--- config.mk ---
export PLATFORM = sky130hd
export DESIGN_NAME = mmu_top
export DESIGN_NICKNAME = d
export VERILOG_FILES = /design/src/source/mmu_pkg.sv /design/src/source/mmu_top.sv /design/src/source/xlate_resp.sv /design/src/source/lsu_req_stage.sv /design/src/source/dtlb.sv
export VERILOG_INCLUDE_DIRS = /design/src /design/src/source
export SDC_FILE = /design/constraint.sdc
export NUM_CORES = 1
export LEC_CHECK = 0
export ABC_AREA = 1
export ABC_CLOCK_PERIOD_IN_PS = 5200
export BUFFER_PORTS_ARGS = -buffer_cell sky130_fd_sc_hd__clkbuf_2
export CORE_ASPECT_RATIO = 1.5
export CORE_MARGIN = 2
export CORE_UTILIZATION = 61
export DETAILED_ROUTE_END_ITERATION = 6
export PLACE_DENSITY_LB_ADDON = 0.15
export SYNTH_ARGS = -nofsm -noshare
export SYNTH_HDL_FRONTEND = slang
export SYNTH_HIERARCHICAL = 1
export SYNTH_SLANG_ARGS = --single-unit
--- constraint.sdc ---
create_clock -name clk_i -period 5.2 [get_ports clk_i]
set_input_delay 0.26 -clock clk_i [delete_from_list [all_inputs] [get_ports clk_i]]
set_output_delay 0.26 -clock clk_i [all_outputs]
set_load 0.01 [all_outputs]
--- src/source/mmu_settings.svh ---
/*
 * address widths, page geometry and TLB depth for the SV39 data
 * translation path
 */

`ifndef MMU_SETTINGS_SVH
`define MMU_SETTINGS_SVH

// ----------------------------------------------------------------------------
// address space
// ----------------------------------------------------------------------------
// sv39 virtual address
`define MMU_VLEN 39
// physical address and page number
`define MMU_PLEN 56
`define MMU_PPNW 44
// trap value register width
`define MMU_XLEN 64

// ----------------------------------------------------------------------------
// page geometry
// ----------------------------------------------------------------------------
// bits per vpn level, three levels in sv39
`define MMU_VPNW 9
`define MMU_PG_OFFS 12
`define MMU_DTLB_ENTRIES 4

`endif
--- src/source/mmu_pkg.sv ---
/*
 * shared types of the data translation path
 * privilege and exception enums, pte, tlb refill and lookup records,
 * request stage register layout
 */

`include "mmu_settings.svh"

package mmu_pkg;

  // --------------------------------------------------------------------------
  // enums
  // --------------------------------------------------------------------------
  // encoding follows the privileged spec, level 2 is reserved
  typedef enum logic [1:0] {
    PRIV_U = 2'd0,
    PRIV_S = 2'd1,
    PRIV_M = 2'd3
  } priv_lvl_e;

  // mcause values for the data side only
  typedef enum logic [5:0] {
    LD_ADDR_MISALIGNED = 6'd4,
    ST_ADDR_MISALIGNED = 6'd6,
    LOAD_PAGE_FAULT    = 6'd13,
    STORE_PAGE_FAULT   = 6'd15
  } xcpt_cause_e;

  // --------------------------------------------------------------------------
  // records
  // --------------------------------------------------------------------------
  // leaf pte bits used by the data checks
  typedef struct packed {
    logic [`MMU_PPNW-1:0] ppn;
    logic                 d;
    logic                 u;
    logic                 w;
  } pte_t;

  typedef struct packed {
    xcpt_cause_e          cause;
    logic [`MMU_XLEN-1:0] tval;
    logic                 valid;
  } exception_t;

  // one refill beat, vpn holds all three levels
  typedef struct packed {
    logic                   valid;
    logic                   is_2m;
    logic                   is_1g;
    logic [3*`MMU_VPNW-1:0] vpn;
    pte_t                   content;
  } tlb_update_t;

  typedef struct packed {
    logic hit;
    logic is_2m;
    logic is_1g;
    pte_t content;
  } tlb_lookup_t;

  // request and lookup held between cycle 0 and cycle 1
  typedef struct packed {
    logic [`MMU_VLEN-1:0] vaddr;
    logic                 req;
    logic                 is_store;
    exception_t           misaligned;
    tlb_lookup_t          lookup;
  } stage_t;

endpackage

--- src/source/mmu_top.sv ---
/*
 * data side sv39 translation unit
 * dtlb, request stage and cycle 1 response
 */

`timescale 1ns/1ps
`include "mmu_settings.svh"

module mmu_top (
  input  logic                 clk_i,
  input  logic                 rst_n_i,
  input  logic                 clear_i,
  input  logic                 en_ld_st_translation_i,
  // lsu request
  input  logic                 lsu_req_i,
  input  logic [`MMU_VLEN-1:0] lsu_vaddr_i,
  input  logic                 lsu_is_store_i,
  input  mmu_pkg::exception_t  misaligned_ex_i,
  // privilege context
  input  mmu_pkg::priv_lvl_e   ld_st_priv_lvl_i,
  input  logic                 sum_i,
  // tlb maintenance
  input  logic                 flush_tlb_i,
  input  mmu_pkg::tlb_update_t dtlb_update_i,
  // cycle 0
  output logic                 lsu_dtlb_hit_o,
  output logic [`MMU_PPNW-1:0] lsu_dtlb_ppn_o,
  // cycle 1
  output logic                 lsu_valid_o,
  output logic [`MMU_PLEN-1:0] lsu_paddr_o,
  output mmu_pkg::exception_t  lsu_exception_o,
  output logic                 dtlb_miss_o
);
  import mmu_pkg::*;

  tlb_lookup_t dtlb_lu;
  stage_t      req_stage;

  // --------------------------------------------------------------------------
  // data tlb
  // --------------------------------------------------------------------------
  dtlb u_dtlb (
    .clk_i      (clk_i),
    .rst_n_i    (rst_n_i),
    .flush_i    (flush_tlb_i),
    .update_i   (dtlb_update_i),
    .lu_vaddr_i (lsu_vaddr_i),
    .lu_o       (dtlb_lu)
  );

  // cycle 0 answer and pipeline register
  lsu_req_stage u_req_stage (
    .clk_i                  (clk_i),
    .rst_n_i                (rst_n_i),
    .clear_i                (clear_i),
    .en_ld_st_translation_i (en_ld_st_translation_i),
    .lsu_req_i              (lsu_req_i),
    .lsu_vaddr_i            (lsu_vaddr_i),
    .lsu_is_store_i         (lsu_is_store_i),
    .misaligned_ex_i        (misaligned_ex_i),
    .lu_i                   (dtlb_lu),
    .lsu_dtlb_hit_o         (lsu_dtlb_hit_o),
    .lsu_dtlb_ppn_o         (lsu_dtlb_ppn_o),
    .dtlb_miss_o            (dtlb_miss_o),
    .stage_o                (req_stage)
  );

  // cycle 1 response
  xlate_resp u_resp (
    .en_ld_st_translation_i (en_ld_st_translation_i),
    .ld_st_priv_lvl_i       (ld_st_priv_lvl_i),
    .sum_i                  (sum_i),
    .stage_i                (req_stage),
    .lsu_valid_o            (lsu_valid_o),
    .lsu_paddr_o            (lsu_paddr_o),
    .lsu_exception_o        (lsu_exception_o)
  );

endmodule

--- src/source/xlate_resp.sv ---
/*
 * cycle 1 response to the lsu
 * physical address assembly, page permission checks, exception select
 */

`timescale 1ns/1ps
`include "mmu_settings.svh"

module xlate_resp (
  input  logic                 en_ld_st_translation_i,
  input  mmu_pkg::priv_lvl_e   ld_st_priv_lvl_i,
  input  logic                 sum_i,
  input  mmu_pkg::stage_t      stage_i,
  output logic                 lsu_valid_o,
  output logic [`MMU_PLEN-1:0] lsu_paddr_o,
  output mmu_pkg::exception_t  lsu_exception_o
);
  import mmu_pkg::*;

  localparam int unsigned OFFS = `MMU_PG_OFFS;

  pte_t                 pte;
  logic [`MMU_XLEN-1:0] tval_sext;
  logic                 priv_err;

  assign pte = stage_i.lookup.content;

  // faulting vaddr sign extended to xlen
  assign tval_sext = {{(`MMU_XLEN-`MMU_VLEN){stage_i.vaddr[`MMU_VLEN-1]}}, stage_i.vaddr};

  // supervisor on a user page needs sum
  // user mode may only touch user pages
  // machine mode is never checked here
  assign priv_err = ((ld_st_priv_lvl_i == PRIV_S) && !sum_i && pte.u)
                  || ((ld_st_priv_lvl_i == PRIV_U) && !pte.u);

  // --------------------------------------------------------------------------
  // response
  // --------------------------------------------------------------------------
  always_comb begin : resp
    // bypass default
    // vaddr is narrower than paddr so the upper bits stay zero
    lsu_valid_o     = stage_i.req;
    lsu_paddr_o     = {{(`MMU_PLEN-`MMU_VLEN){1'b0}}, stage_i.vaddr};
    lsu_exception_o = stage_i.misaligned;

    // misaligned traps win over anything from translation
    if (en_ld_st_translation_i && !stage_i.misaligned.valid) begin
      lsu_valid_o = 1'b0;
      lsu_paddr_o = {pte.ppn, stage_i.vaddr[OFFS-1:0]};
      // mega page
      if (stage_i.lookup.is_2m) begin
        lsu_paddr_o[OFFS+`MMU_VPNW-1:OFFS] = stage_i.vaddr[OFFS+`MMU_VPNW-1:OFFS];
      end
      // giga page
      if (stage_i.lookup.is_1g) begin
        lsu_paddr_o[OFFS+2*`MMU_VPNW-1:OFFS] = stage_i.vaddr[OFFS+2*`MMU_VPNW-1:OFFS];
      end
      lsu_exception_o.tval = tval_sext;

      // a miss stays invalid and the lsu retries after refill
      if (stage_i.lookup.hit && stage_i.req) begin
        lsu_valid_o = 1'b1;
        if (stage_i.is_store) begin
          // store needs write permission and the dirty bit already set
          if (!pte.w || !pte.d || priv_err) begin
            lsu_exception_o.cause = STORE_PAGE_FAULT;
            lsu_exception_o.valid = 1'b1;
          end
        end else if (priv_err) begin
          lsu_exception_o.cause = LOAD_PAGE_FAULT;
          lsu_exception_o.valid = 1'b1;
        end
      end
    end
  end

endmodule

--- src/source/lsu_req_stage.sv ---
/*
 * cycle 0 hit and ppn answer to the lsu
 * miss strobe and the register between lookup and response
 */

`timescale 1ns/1ps
`include "mmu_settings.svh"

module lsu_req_stage (
  input  logic                 clk_i,
  input  logic                 rst_n_i,
  input  logic                 clear_i,
  input  logic                 en_ld_st_translation_i,
  input  logic                 lsu_req_i,
  input  logic [`MMU_VLEN-1:0] lsu_vaddr_i,
  input  logic                 lsu_is_store_i,
  input  mmu_pkg::exception_t  misaligned_ex_i,
  input  mmu_pkg::tlb_lookup_t lu_i,
  output logic                 lsu_dtlb_hit_o,
  output logic [`MMU_PPNW-1:0] lsu_dtlb_ppn_o,
  output logic                 dtlb_miss_o,
  output mmu_pkg::stage_t      stage_o
);
  import mmu_pkg::*;

  localparam int unsigned VPN_W = `MMU_VLEN - `MMU_PG_OFFS;

  stage_t stage_d;
  stage_t stage_q;

  // --------------------------------------------------------------------------
  // cycle 0
  // --------------------------------------------------------------------------
  // no translation means always ready
  assign lsu_dtlb_hit_o = en_ld_st_translation_i ? lu_i.hit : 1'b1;
  assign dtlb_miss_o    = en_ld_st_translation_i & lsu_req_i & ~lu_i.hit;

  always_comb begin : ppn_sel
    if (en_ld_st_translation_i) begin
      lsu_dtlb_ppn_o = lu_i.content.ppn;
      // mega page keeps vpn level 0 of the request
      if (lu_i.is_2m) begin
        lsu_dtlb_ppn_o[`MMU_VPNW-1:0] = lsu_vaddr_i[`MMU_PG_OFFS+`MMU_VPNW-1:`MMU_PG_OFFS];
      end
      // giga page keeps levels 1 and 0
      if (lu_i.is_1g) begin
        lsu_dtlb_ppn_o[2*`MMU_VPNW-1:0] =
          lsu_vaddr_i[`MMU_PG_OFFS+2*`MMU_VPNW-1:`MMU_PG_OFFS];
      end
    end else begin
      lsu_dtlb_ppn_o = {{(`MMU_PPNW-VPN_W){1'b0}}, lsu_vaddr_i[`MMU_VLEN-1:`MMU_PG_OFFS]};
    end
  end

  // --------------------------------------------------------------------------
  // pipeline register
  // --------------------------------------------------------------------------
  always_comb begin : stage_next
    stage_d.vaddr      = lsu_vaddr_i;
    stage_d.req        = lsu_req_i;
    stage_d.is_store   = lsu_is_store_i;
    stage_d.misaligned = misaligned_ex_i;
    // a misaligned flag without a request must not raise a trap
    stage_d.misaligned.valid = misaligned_ex_i.valid & lsu_req_i;
    stage_d.lookup     = lu_i;
  end

  always_ff @(posedge clk_i or negedge rst_n_i) begin
    if (!rst_n_i) begin
      stage_q <= '0;
    end else if (clear_i) begin
      stage_q <= '0;
    end else begin
      stage_q <= stage_d;
    end
  end

  assign stage_o = stage_q;

endmodule

--- src/source/dtlb.sv ---
/*
 * fully associative data tlb
 * 4k, 2m and 1g pages, combinational lookup
 * round robin refill and whole-tlb flush
 */

`timescale 1ns/1ps
`include "mmu_settings.svh"

module dtlb #(
  parameter int unsigned ENTRIES = `MMU_DTLB_ENTRIES
) (
  input  logic                 clk_i,
  input  logic                 rst_n_i,
  input  logic                 flush_i,
  input  mmu_pkg::tlb_update_t update_i,
  input  logic [`MMU_VLEN-1:0] lu_vaddr_i,
  output mmu_pkg::tlb_lookup_t lu_o
);
  import mmu_pkg::*;

  localparam int unsigned VPN_W = 3 * `MMU_VPNW;
  localparam int unsigned PTR_W = (ENTRIES > 1) ? $clog2(ENTRIES) : 1;

  // tag and content arrays
  logic [VPN_W-1:0]   tag_vpn_q [ENTRIES];
  logic               tag_2m_q  [ENTRIES];
  logic               tag_1g_q  [ENTRIES];
  logic [ENTRIES-1:0] tag_valid_q;
  pte_t               content_q [ENTRIES];
  // next slot to be replaced
  logic [PTR_W-1:0]   repl_ptr_q;

  logic [VPN_W-1:0]   lu_vpn;
  logic [ENTRIES-1:0] match;

  assign lu_vpn = lu_vaddr_i[`MMU_VLEN-1:`MMU_PG_OFFS];

  // --------------------------------------------------------------------------
  // lookup
  // --------------------------------------------------------------------------
  // superpages ignore the lower vpn levels
  always_comb begin : tag_match
    for (int i = 0; i < ENTRIES; i++) begin
      match[i] = tag_valid_q[i]
               && (tag_vpn_q[i][VPN_W-1 -: `MMU_VPNW] == lu_vpn[VPN_W-1 -: `MMU_VPNW]);
      // level 1 unless giga page
      if (!tag_1g_q[i]) begin
        match[i] = match[i]
                 && (tag_vpn_q[i][2*`MMU_VPNW-1 -: `MMU_VPNW]
                     == lu_vpn[2*`MMU_VPNW-1 -: `MMU_VPNW]);
      end
      // level 0 only for 4k pages
      if (!tag_1g_q[i] && !tag_2m_q[i]) begin
        match[i] = match[i] && (tag_vpn_q[i][`MMU_VPNW-1:0] == lu_vpn[`MMU_VPNW-1:0]);
      end
    end
  end

  // lowest matching slot wins
  always_comb begin : lu_mux
    lu_o = '0;
    for (int i = ENTRIES - 1; i >= 0; i--) begin
      if (match[i]) begin
        lu_o.hit     = 1'b1;
        lu_o.is_2m   = tag_2m_q[i];
        lu_o.is_1g   = tag_1g_q[i];
        lu_o.content = content_q[i];
      end
    end
  end

  // --------------------------------------------------------------------------
  // refill and flush
  // --------------------------------------------------------------------------
  // flush first, then the refill sets its own slot again
  always_ff @(posedge clk_i or negedge rst_n_i) begin
    if (!rst_n_i) begin
      tag_valid_q <= '0;
      repl_ptr_q  <= '0;
    end else begin
      if (flush_i) begin
        tag_valid_q <= '0;
      end
      if (update_i.valid) begin
        tag_valid_q[repl_ptr_q] <= 1'b1;
        // wrap explicitly for non power of two depths
        if (repl_ptr_q == PTR_W'(ENTRIES - 1)) begin
          repl_ptr_q <= '0;
        end else begin
          repl_ptr_q <= repl_ptr_q + 1'b1;
        end
      end
    end
  end

  // payload of the replaced slot
  always_ff @(posedge clk_i) begin
    if (update_i.valid) begin
      tag_vpn_q[repl_ptr_q] <= update_i.vpn;
      tag_2m_q[repl_ptr_q]  <= update_i.is_2m;
      tag_1g_q[repl_ptr_q]  <= update_i.is_1g;
      content_q[repl_ptr_q] <= update_i.content;
    end
  end

endmodule

==> impl_results.html, run 1 <==
<table>
<tr><th>Metric</th><th>Value</th></tr>
<tr><th colspan="2">Clocking</th></tr>
<tr><td>Clock H-tree levels</td><td>2</td></tr>
<tr><td>Sinks on Clock Net</td><td>between 400 and 500</td></tr>
<tr><td>Worst-Skew Late Latency</td><td>between 500 and 600 ps</td></tr>
<tr><td>Hold bufs inserted after CTS</td><td>169</td></tr>
<tr><td>Count of buffers added by post-CTS timing repair for setup</td><td>0</td></tr>
<tr><td>Number of buffers created by CTS</td><td>43</td></tr>
<tr><td>TritonCTS clock tree</td><td>yes</td></tr>
<tr><td>Number of buffers on the longest clock path</td><td>3</td></tr>
<tr><td>CTS Root Buffer Type</td><td>sky130_fd_sc_hd__clkbuf_16</td></tr>
<tr><td>Clock slew at the register clock pins of the worst setup and hold paths</td><td>~60 ps</td></tr>
<tr><td>Resized cells post-CTS</td><td>0</td></tr>
<tr><th colspan="2">Placement</th></tr>
<tr><td>Number of cells after detailed placement</td><td>2933</td></tr>
<tr><td>IO buf count</td><td>370</td></tr>
<tr><td>Weighted congestion at the end of routability-driven global placement</td><td>between 0.9 and 1</td></tr>
<tr><td>Worst slack, placed</td><td>1390 ps</td></tr>
<tr><td>Hpwl dp</td><td>38700 µm</td></tr>
<tr><th colspan="2">Setup path</th></tr>
<tr><td>Worst flop-to-flop path startpoint</td><td>u_dtlb/tag_vpn_q[1][9]</td></tr>
<tr><td>Crit path cell chain</td><td>dlygate4sd3_1 &gt; clkbuf_2 &gt; inv_2 &gt; nand2_1 &gt; o21ai_0 &gt; nor2_1 &gt; nand3_1 &gt; nor2_1 &gt; nand2_1 &gt; nand2_2 &gt; nand2_2 &gt; nand2_4 &gt; o21ai_1 &gt; inv_2 &gt; nand2_2 &gt; o21ai_0 &gt; clkbuf_2</td></tr>
<tr><td>R2R setup slack</td><td>about 2000 ps</td></tr>
<tr><td>Cell at the slowest stage of the critical path</td><td>sky130_fd_sc_hd__dlygate4sd3_1</td></tr>
<tr><td>Crit path max-delay family</td><td>simple AND/OR/NAND/NOR gates</td></tr>
<tr><td>Data required time at the worst endpoint</td><td>about 4900 ps</td></tr>
<tr><td>Buffer and inverter count on the worst path</td><td>5</td></tr>
<tr><td>Path depth of the worst reg2reg path</td><td>13</td></tr>
<tr><td>Worst setup path category</td><td>in -&gt; out</td></tr>
<tr><td>Critical Path Max Stage Delay</td><td>550 ps</td></tr>
<tr><td>Dominant cell type by count on the critical path</td><td>sky130_fd_sc_hd__nand2_2</td></tr>
<tr><td>Highest fanout seen on the critical path</td><td>27</td></tr>
<tr><td>Critical Path End Type</td><td>primary output</td></tr>
<tr><td>CP Data Arrival Time</td><td>~4200 ps</td></tr>
<tr><td>Critical register-to-register path endpoint</td><td>u_req_stage/stage_o[10]</td></tr>
<tr><td>CP startpoint kind</td><td>primary input</td></tr>
<tr><th colspan="2">Finish</th></tr>
<tr><td>Filler cell count</td><td>between 2k and 2.5k</td></tr>
<tr><td>Area overhead of the layout relative to synthesis</td><td>23.7%</td></tr>
<tr><td>Fraction of final layout cells with drive strength greater than 1</td><td>between 15 and 20%</td></tr>
<tr><td># nets final</td><td>2923</td></tr>
<tr><td>Post-Route Utilization</td><td>roughly 76%</td></tr>
<tr><td>Final Instance Count excl. Fillers</td><td>about 3.2k</td></tr>
<tr><th colspan="2">Detailed routing</th></tr>
<tr><td>Routed wire length</td><td>60100 µm</td></tr>
<tr><td>Routed via count</td><td>between 15k and 20k</td></tr>
<tr><td>Number of nets with antenna violations after detailed routing</td><td>0</td></tr>
<tr><td>Remaining routing DRC violations</td><td>2</td></tr>
<tr><td>Detailed router's first-iteration violation count</td><td>~1.6k</td></tr>
<tr><td>Wire per inst</td><td>roughly 19 µm</td></tr>
<tr><td>Count of TritonRoute iterations in the first routing pass</td><td>7</td></tr>
<tr><td>Routed via count divided by cell count</td><td>~5.2</td></tr>
<tr><th colspan="2">Floorplan</th></tr>
<tr><td>Placeable core area</td><td>around 34000 µm²</td></tr>
<tr><td>Die width</td><td>between 150 and 200 µm</td></tr>
<tr><td>Top-level I/O count</td><td>371</td></tr>
<tr><td>Starting density of the core</td><td>61.7%</td></tr>
<tr><td>Height of the die</td><td>roughly 230 µm</td></tr>
<tr><td>Cell row count</td><td>83</td></tr>
<tr><td>Die area</td><td>approximately 36000 µm²</td></tr>
<tr><th colspan="2">Power</th></tr>
<tr><td>Power per unit of standard cell area</td><td>345 nW/µm²</td></tr>
<tr><td>Total chip power</td><td>~9 mW</td></tr>
<tr><td>Leak pwr</td><td>between 10 and 15 nW</td></tr>
<tr><td>Maximum ir drop on the vdd rail</td><td>~400 µV</td></tr>
<tr><th colspan="2">Timing</th></tr>
<tr><td>Post-route worst hold slack</td><td>-1.70 ps</td></tr>
<tr><td>Final-layout setup total negative slack</td><td>0 ps</td></tr>
<tr><td>Worst setup margin</td><td>~740 ps</td></tr>
<tr><td>Number of pins exceeding their max-slew limit in the final report</td><td>0</td></tr>
<tr><td>Count of final hold-check violations</td><td>4</td></tr>
<tr><td>RSZ-0062 raised after global routing</td><td>false</td></tr>
<tr><td>Final setup violation count</td><td>0</td></tr>
<tr><td>F_max</td><td>224 MHz</td></tr>
<tr><td>Worst slew margin</td><td>around 23%</td></tr>
<tr><td>Final worst path period share</td><td>between 80% and 90%</td></tr>
<tr><td>Final period demand of the worst path</td><td>between 4000 and 5000 ps</td></tr>
<tr><td>Transition time of the tightest slew-check pin</td><td>around 1200 ps</td></tr>
<tr><td>Clock skew after layout</td><td>about 24 ps</td></tr>
<tr><th colspan="2">Yosys</th></tr>
<tr><td>Largest area contributor in the synthesized netlist</td><td>sky130_fd_sc_hd__edfxtp_1</td></tr>
<tr><td>Share of synthesized registers carrying an async set or reset</td><td>35.6%</td></tr>
<tr><td>Distinct cells, synth</td><td>36</td></tr>
<tr><td>Synthesized area divided by synthesized cell count</td><td>~9.5 µm²</td></tr>
<tr><td>Most common cell in the synthesized netlist</td><td>sky130_fd_sc_hd__nand2_1</td></tr>
<tr><td>Synth Register Bits</td><td>around 470</td></tr>
<tr><td>Number of synthesized flops with an enable pin</td><td>between 300 and 400</td></tr>
<tr><td>Most frequently used flop master after synthesis</td><td>sky130_fd_sc_hd__edfxtp_1</td></tr>
<tr><td>Commonest cells in the netlist</td><td>sky130_fd_sc_hd__nand2_1, sky130_fd_sc_hd__inv_1, sky130_fd_sc_hd__nor2_1</td></tr>
<tr><td>Net count after synthesis</td><td>between 2k and 2.5k</td></tr>
<tr><td>Cells after Synth</td><td>about 2.2k</td></tr>
<tr><td>Area contributors post-synth</td><td>sky130_fd_sc_hd__edfxtp_1, sky130_fd_sc_hd__dfrtp_1, sky130_fd_sc_hd__nand2_1</td></tr>
<tr><td>Total number of yosys warnings</td><td>6</td></tr>
<tr><td>Cell area after synthesis</td><td>between 20000 and 25000 µm²</td></tr>
<tr><td>Sequential area share after synthesis</td><td>63.4%</td></tr>
<tr><td>Area fraction of the dominant cell type after synthesis</td><td>a little over two fifths</td></tr>
<tr><th colspan="2">Global routing</th></tr>
<tr><td>Via count of the first global-routing pass</td><td>approximately 17k</td></tr>
<tr><td>Global-route wire length before repair</td><td>around 90000 µm</td></tr>
<tr><td>Pin count of the biggest net entering global routing</td><td>99</td></tr>
<tr><td>Combined global-route utilization of all metal layers</td><td>approximately a third</td></tr>
<tr><td>Global route total overflow</td><td>0</td></tr>
<tr><td>Initial antenna violation count</td><td>5</td></tr>
<tr><th colspan="2">Run status</th></tr>
<tr><td>Result of the run</td><td>finished, violations left</td></tr>
<tr><td>Violated checks</td><td>DRC, hold timing</td></tr>
<tr><th colspan="2">Min path</th></tr>
<tr><td>Hold Path Origin</td><td>dtlb_update_i[57]</td></tr>
<tr><td>Class of the most critical hold timing path</td><td>in -&gt; reg</td></tr>
<tr><td>Worst hold endpoint</td><td>u_dtlb/tag_vpn_q[1][10]</td></tr>
<tr><td>Cells on Worst Hold Path</td><td>1</td></tr>
<tr><th colspan="2">Job</th></tr>
<tr><td>Maximum capacitance violations</td><td>0</td></tr>
</table>
[layer usage]
metal	share of wire [%]	vias up	global-route usage, %
met5	0.047	-	0
met4	4.8	4	16.2
met3	7.6	165	6.79
met2	51	777	58.9
met1	36	7880	38.0
li1	-	7842	-
[power breakdown]
group          total (mW)  leakage (nW)  internal, mW  switching, mW
clock                3.15         0.693          1.79           1.36
sequential           4.65          5.01          4.51          0.140
combinational        1.17          6.96         0.367          0.799
total                8.96          12.7          6.67           2.30
[worst max path at each step]
| stage | start | endpoint | slack [ps] | depth (start not counted) |
|---|---|---|---|---|
| floorplan | u_dtlb/repl_ptr_q[0] | u_dtlb/content_q[2][0] | 2620 | 4 |
| global placement | lsu_vaddr_i[16] | lsu_dtlb_ppn_o[17] | 1470 | 16 |
| detailed placement | lsu_vaddr_i[21] | lsu_dtlb_ppn_o[15] | 1390 | 16 |
| CTS | lsu_vaddr_i[21] | lsu_dtlb_ppn_o[15] | 810 | 17 |
| global route | lsu_vaddr_i[28] | lsu_dtlb_ppn_o[15] | 380 | 17 |
| finish | lsu_vaddr_i[28] | lsu_dtlb_ppn_o[15] | 740 | 17 |
[flip-flops by register name, indices dropped and copies added (netlist names)]
name / cells
u_dtlb/tag_1g_q: 4
u_req_stage/stage_o: 162
u_dtlb/content_q: 188
u_dtlb/tag_valid_q: 4
u_dtlb/repl_ptr_q: 2
u_dtlb/tag_vpn_q: 108
u_dtlb/tag_2m_q: 4
[per-stage QoR]
| stage | instance area (µm²) | hold WS, ps |
|---|---|---|
| after floorplan | 21000 | -35.6 |
| after global placement | 22900 | 239 |
| after detailed placement | 22900 | 250 |
| after CTS | 26000 | 1.04 |
| after global routing | 26000 | 3.62 |
| final | 26000 | -1.70 |
[area by class of cell]
cell class | instances | area (µm²) | share of cell area, %
Antenna cell | 3 | 7.51 | 0.0289
Clock buffer | 62 | 1260 | 4.84
Clock inverter | 18 | 151 | 0.582
Inverter | 435 | 1640 | 6.30
Multi-Input combinational cell | 1215 | 5410 | 20.8
Sequential cell | 472 | 13300 | 51.3
Tap cell | 425 | 532 | 2.04
Timing Repair Buffer | 555 | 3680 | 14.1
[kinds of logic (layout without fill, tap and decap cells)]
group | Yosys count | in the layout | share of synthesized area (%)
AND/OR/NAND/NOR | 981 | 981 | 18.9
buffers and inverters | 536 | 1070 | 10.9
flip-flops | 472 | 472 | 63.4
AO/OA/AOI/OAI | 185 | 185 | 4.70
XOR/XNOR | 45 | 45 | 1.87
adder cells (fa/ha/maj) | 4 | 4 | 0.238
other | 0 | 3 | 0
[cell usage in the layout, fill, tap and decap left out, drive strengths merged, types with 2 or more instances in the layout]
cell type    netlist  final
dfrtp            168    168
o21ai            121    121
clkbuf            14    430
bufinv             0      2
nand3             65     65
o21bai             2      2
clkinv             1     18
nor2             382    382
ha                 4      4
nor3               2      2
clkinvlp           0      2
inv              434    431
a21oi             59     59
a31oi              2      2
nand2            487    487
diode              0      3
xnor2             32     32
nand4             37     37
xor2              13     13
edfxtp           304    304
dlygate4sd3        0    169
buf               87     18
nand3b             5      5
[worst register-to-register path, stage by stage, from the launching register on]
cell                       delay, ps
sky130_fd_sc_hd__edfxtp_1        390
sky130_fd_sc_hd__nand2_1          70
sky130_fd_sc_hd__o21ai_0          90
sky130_fd_sc_hd__nor2_1          120
sky130_fd_sc_hd__nand3_1          80
sky130_fd_sc_hd__nor2_1          160
sky130_fd_sc_hd__nand2_1         100
sky130_fd_sc_hd__nand2_2         410
sky130_fd_sc_hd__nand2_2         500
sky130_fd_sc_hd__inv_2           620
sky130_fd_sc_hd__a21oi_1         150
sky130_fd_sc_hd__nand2_1         200
sky130_fd_sc_hd__inv_1            70
sky130_fd_sc_hd__nor2_1          110
Power figures use the tool's default switching activity.
==> run 2: changes to the inputs <==
CELL_PAD_IN_SITES_DETAIL_PLACEMENT = 1   (was unset)
CELL_PAD_IN_SITES_GLOBAL_PLACEMENT = 2   (was unset)
CORE_UTILIZATION = 37   (was 61)
==> impl_results.html, run 2 (synthesis results as in run 1) <==
<table>
<tr><th>Metric</th><th>Value</th></tr>
<tr><th colspan="2">Power</th></tr>
<tr><td>Leak pwr</td><td>12.8 nW (was 12.7 nW)</td></tr>
<tr><td>Switching Power</td><td>2.47 mW (was 2.30 mW)</td></tr>
<tr><td>Switching portion of total power</td><td>26.5% (was 25.6%)</td></tr>
<tr><td>Portion of total power attributed to the clock network</td><td>37.1% (was 35.1%)</td></tr>
<tr><td>Maximum ir drop on the vdd rail</td><td>278 µV (was 393 µV)</td></tr>
<tr><td>P_int</td><td>6.85 mW (was 6.67 mW)</td></tr>
<tr><td>Proportion of power drawn by flip-flops and latches</td><td>49.9% (was 51.9%)</td></tr>
<tr><td>Part of the power in combinational logic</td><td>13.1% (was 13.0%)</td></tr>
<tr><td>Power per unit of standard cell area</td><td>349 nW/µm² (was 345 nW/µm²)</td></tr>
<tr><th colspan="2">Timing</th></tr>
<tr><td>Final worst path period share</td><td>85.9% (about the same)</td></tr>
<tr><td>Worst slew margin</td><td>31.7% (was 22.8%)</td></tr>
<tr><td>Number of pins exceeding their max-slew limit in the final report</td><td>0 (unchanged)</td></tr>
<tr><td>RSZ-0062 raised after global routing</td><td>false (unchanged)</td></tr>
<tr><td>Final setup violation count</td><td>0 (unchanged)</td></tr>
<tr><td>Post-route worst hold slack</td><td>28.1 ps (was -1.70 ps)</td></tr>
<tr><td>Final-layout setup total negative slack</td><td>0 ps (unchanged)</td></tr>
<tr><td>Transition time of the tightest slew-check pin</td><td>1020 ps (was 1160 ps)</td></tr>
<tr><td>F_max</td><td>224 MHz (about the same)</td></tr>
<tr><td>Count of final hold-check violations</td><td>0 (was 4)</td></tr>
<tr><td>Final period demand of the worst path</td><td>4470 ps (was 4460 ps)</td></tr>
<tr><td>Clock skew after layout</td><td>10.3 ps (was 23.6 ps)</td></tr>
<tr><th colspan="2">Finish</th></tr>
<tr><td>Most common cell after layout, fill and taps aside</td><td>sky130_fd_sc_hd__nand2_1 (unchanged)</td></tr>
<tr><td>Filler cell count</td><td>6581 (was 2217)</td></tr>
<tr><td>Largest reg by FF count</td><td>u_dtlb/content_q (unchanged)</td></tr>
<tr><td>Number of flip-flops under the largest register name</td><td>188 (unchanged)</td></tr>
<tr><td>Post-Route Utilization</td><td>47.3% (was 76.3%)</td></tr>
<tr><td>Area overhead of the layout relative to synthesis</td><td>27.2% (was 23.7%)</td></tr>
<tr><td>Most used cells in the layout excluding fill and tap cells</td><td>sky130_fd_sc_hd__nand2_1, sky130_fd_sc_hd__inv_1, sky130_fd_sc_hd__nor2_1 (unchanged)</td></tr>
<tr><td>Fraction of final layout cells with drive strength greater than 1</td><td>18.9% (was 18.6%)</td></tr>
<tr><td># nets final</td><td>2946 (was 2923)</td></tr>
<tr><th colspan="2">Setup path</th></tr>
<tr><td>CP Data Arrival Time</td><td>4210 ps (was 4200 ps)</td></tr>
<tr><td>Highest fanout seen on the critical path</td><td>27 (unchanged)</td></tr>
<tr><td>CP startpoint kind</td><td>primary input (unchanged)</td></tr>
<tr><td>Worst setup path category</td><td>in -&gt; out (unchanged)</td></tr>
<tr><td>Critical Path End Type</td><td>primary output (unchanged)</td></tr>
<tr><td>Crit path cell chain</td><td>dlygate4sd3_1 &gt; clkbuf_2 &gt; inv_2 &gt; nand2_1 &gt; nand2_1 &gt; nor2_1 &gt; nand3_1 &gt; o21ai_1 &gt; nand2_1 &gt; nand2_2 &gt; buf_4 &gt; nand2_2 &gt; buf_4 &gt; nand2_4 &gt; o21ai_1 &gt; inv_2 &gt; nand2_2 &gt; o21ai_0 &gt; clkbuf_2 (was dlygate4sd3_1 &gt; clkbuf_2 &gt; inv_2 &gt; nand2_1 &gt; o21ai_0 &gt; nor2_1 &gt; nand3_1 &gt; nor2_1 &gt; nand2_1 &gt; nand2_2 &gt; nand2_2 &gt; nand2_4 &gt; o21ai_1 &gt; inv_2 &gt; nand2_2 &gt; o21ai_0 &gt; clkbuf_2)</td></tr>
<tr><td>Start point of the critical path</td><td>lsu_vaddr_i[18] (was lsu_vaddr_i[28])</td></tr>
<tr><td>Data required time at the worst endpoint</td><td>4940 ps (about the same)</td></tr>
<tr><td>Cell at the slowest stage of the critical path</td><td>sky130_fd_sc_hd__dlygate4sd3_1 (unchanged)</td></tr>
<tr><td>Critical Path Max Stage Delay</td><td>520 ps (was 550 ps)</td></tr>
<tr><td>Worst flop-to-flop path startpoint</td><td>u_dtlb/tag_vpn_q[1][6] (was u_dtlb/tag_vpn_q[1][9])</td></tr>
<tr><th colspan="2">Floorplan</th></tr>
<tr><td>Die area</td><td>58800 µm² (was 36000 µm²)</td></tr>
<tr><td>Top-level I/O count</td><td>371 (unchanged)</td></tr>
<tr><td>Starting density of the core</td><td>37.2% (was 61.7%)</td></tr>
<tr><td>Cell row count</td><td>107 (was 83)</td></tr>
<tr><td>Placeable core area</td><td>56500 µm² (was 34100 µm²)</td></tr>
<tr><td>Height of the die</td><td>296 µm (was 231 µm)</td></tr>
<tr><td>Die width</td><td>199 µm (was 156 µm)</td></tr>
<tr><th colspan="2">Clocking</th></tr>
<tr><td>Number of buffers on the longest clock path</td><td>3 (unchanged)</td></tr>
<tr><td>Clock H-tree levels</td><td>2 (unchanged)</td></tr>
<tr><td>Sinks on Clock Net</td><td>472 (unchanged)</td></tr>
<tr><td>Worst-Skew Late Latency</td><td>590 ps (was 560 ps)</td></tr>
<tr><td>TritonCTS clock tree</td><td>yes (unchanged)</td></tr>
<tr><td>Clock slew at the register clock pins of the worst setup and hold paths</td><td>70 ps (was 60 ps)</td></tr>
<tr><td>Number of buffers created by CTS</td><td>48 (was 43)</td></tr>
<tr><td>CTS Root Buffer Type</td><td>sky130_fd_sc_hd__clkbuf_16 (unchanged)</td></tr>
<tr><td>Resized cells post-CTS</td><td>0 (unchanged)</td></tr>
<tr><th colspan="2">Global routing</th></tr>
<tr><td>Initial antenna violation count</td><td>7 (was 5)</td></tr>
<tr><td>Global-route wire length before repair</td><td>104000 µm (was 90200 µm)</td></tr>
<tr><td>Via count of the first global-routing pass</td><td>17.7k (was 16.7k)</td></tr>
<tr><td>Combined global-route utilization of all metal layers</td><td>23.6% (was 33.1%)</td></tr>
<tr><td>Pin count of the biggest net entering global routing</td><td>117 (was 99)</td></tr>
<tr><td>Global route total overflow</td><td>0 (unchanged)</td></tr>
<tr><th colspan="2">Detailed routing</th></tr>
<tr><td>Routed via count divided by cell count</td><td>4.63 (was 5.23)</td></tr>
<tr><td>Wire per inst</td><td>19.6 µm (was 18.9 µm)</td></tr>
<tr><td>Number of nets with antenna violations after detailed routing</td><td>0 (unchanged)</td></tr>
<tr><td>Count of TritonRoute iterations in the first routing pass</td><td>4 (was 7)</td></tr>
<tr><td>Remaining routing DRC violations</td><td>0 (was 2)</td></tr>
<tr><td>Detailed router's first-iteration violation count</td><td>804 (was 1598)</td></tr>
<tr><td>Routed via count</td><td>16.5k (was 16.7k)</td></tr>
<tr><td>Routed wire length</td><td>69500 µm (was 60100 µm)</td></tr>
<tr><th colspan="2">Job</th></tr>
<tr><td>Maximum capacitance violations</td><td>0 (unchanged)</td></tr>
<tr><th colspan="2">Placement</th></tr>
<tr><td>Weighted congestion at the end of routability-driven global placement</td><td>0.858 (was 0.902)</td></tr>
<tr><td>Hpwl dp</td><td>49000 µm (was 38700 µm)</td></tr>
<tr><td>IO buf count</td><td>370 (unchanged)</td></tr>
<tr><th colspan="2">Min path</th></tr>
<tr><td>Class of the most critical hold timing path</td><td>in -&gt; reg (unchanged)</td></tr>
<tr><td>Hold Path Origin</td><td>lsu_vaddr_i[29] (was dtlb_update_i[57])</td></tr>
<tr><th colspan="2">Run status</th></tr>
<tr><td>Result of the run</td><td>finished, final reports clean (was finished, violations left)</td></tr>
</table>
==> run 2: cell count changes in the layout (fill, tap and decap cells not counted), moves of 2 or more <==
cell,delta
sky130_fd_sc_hd__dlygate4sd3_1,+12
sky130_fd_sc_hd__buf_4,+6
sky130_fd_sc_hd__clkbuf_8,-6
sky130_fd_sc_hd__clkinv_2,+6
sky130_fd_sc_hd__clkbuf_16,+5
sky130_fd_sc_hd__diode_2,+3
sky130_fd_sc_hd__bufinv_16,+2
sky130_fd_sc_hd__clkbuf_1,+2
sky130_fd_sc_hd__inv_6,+2
==> run 2: metrics by stage <==
| stage | cell area, µm² | total power, mW | setup WS [ps] | std cells |
|---|---|---|---|---|
| 6_report | 26700 | 9.32 | 734 | 3553 |
| 5_1_grt | 26700 | 9.73 | 417 | 3553 |
| 4_1_cts | 26700 | 9.44 | 726 | 3547 |
| 3_5_place_dp | 23400 | 5.84 | 1260 | 3277 |
| 3_3_place_gp | 23400 | 5.80 | 1300 | 3277 |
| 2_1_floorplan | 21000 | 5.30 | 2620 | 2223 |
==> run 2: repair_timing <==
item,in CTS,in global routing
setup endpoints to repair,0,0
setup buffers,0,0
hold buffers,181,0
endpoints found under the hold margin,468,0
==> run 2: critical path: cells and delay by family <==
family	cells	cell delay, ps
AOI/OAI and AO/OA	3	830
and+or+nand+nor	9	1290
buffers and inverters	7	1810
==> run 2: area by class of cell <==
| type | count | area (µm²) | area share (%) |
|---|---|---|---|
| sequential | 472 | 13300 | 49.9 |
| multi-input combinational | 1215 | 5410 | 20.2 |
| timing repair buffer | 573 | 3840 | 14.4 |
| inverter | 435 | 1640 | 6.13 |
| clock buffer | 62 | 1290 | 4.84 |
| tap | 763 | 955 | 3.57 |
| clock inverter | 27 | 245 | 0.917 |
| antenna | 6 | 15.0 | 0.0562 |
==> run 2: metal layers <==
layer / track usage (%) / vias up / routed length (µm)
met2: 42.7 / 418 / 35300
met4: 7.54 / 0 / 1950
li1: - / 7902 / -
met5: 0 / - / 0
met3: 4.41 / 101 / 3650
met1: 28.2 / 8041 / 28600
==> run 2: final timing paths <==
kind,end,slack (ps),cells past startpoint
max,lsu_dtlb_ppn_o[13],730,19
min,u_req_stage/stage_o[152],30,3
max reg2reg,u_req_stage/stage_o[19],2220,15
min reg2reg,u_dtlb/tag_valid_q[2],540,2
max in group asynchronous,u_req_stage/stage_o[12],3650,3
min in group asynchronous,u_req_stage/stage_o[96],230,2
==> run 2: power by group through the flow <==
stage          registers, mW  logic (mW)  clock network [mW]
2_1_floorplan           4.70       0.603                   0
3_3_place_gp            4.70        1.10                   0
3_5_place_dp            4.73        1.12                   0
4_1_cts                 4.65        1.24                3.55
5_1_grt                 4.68        1.36                3.69
6_report                4.65        1.22                3.45
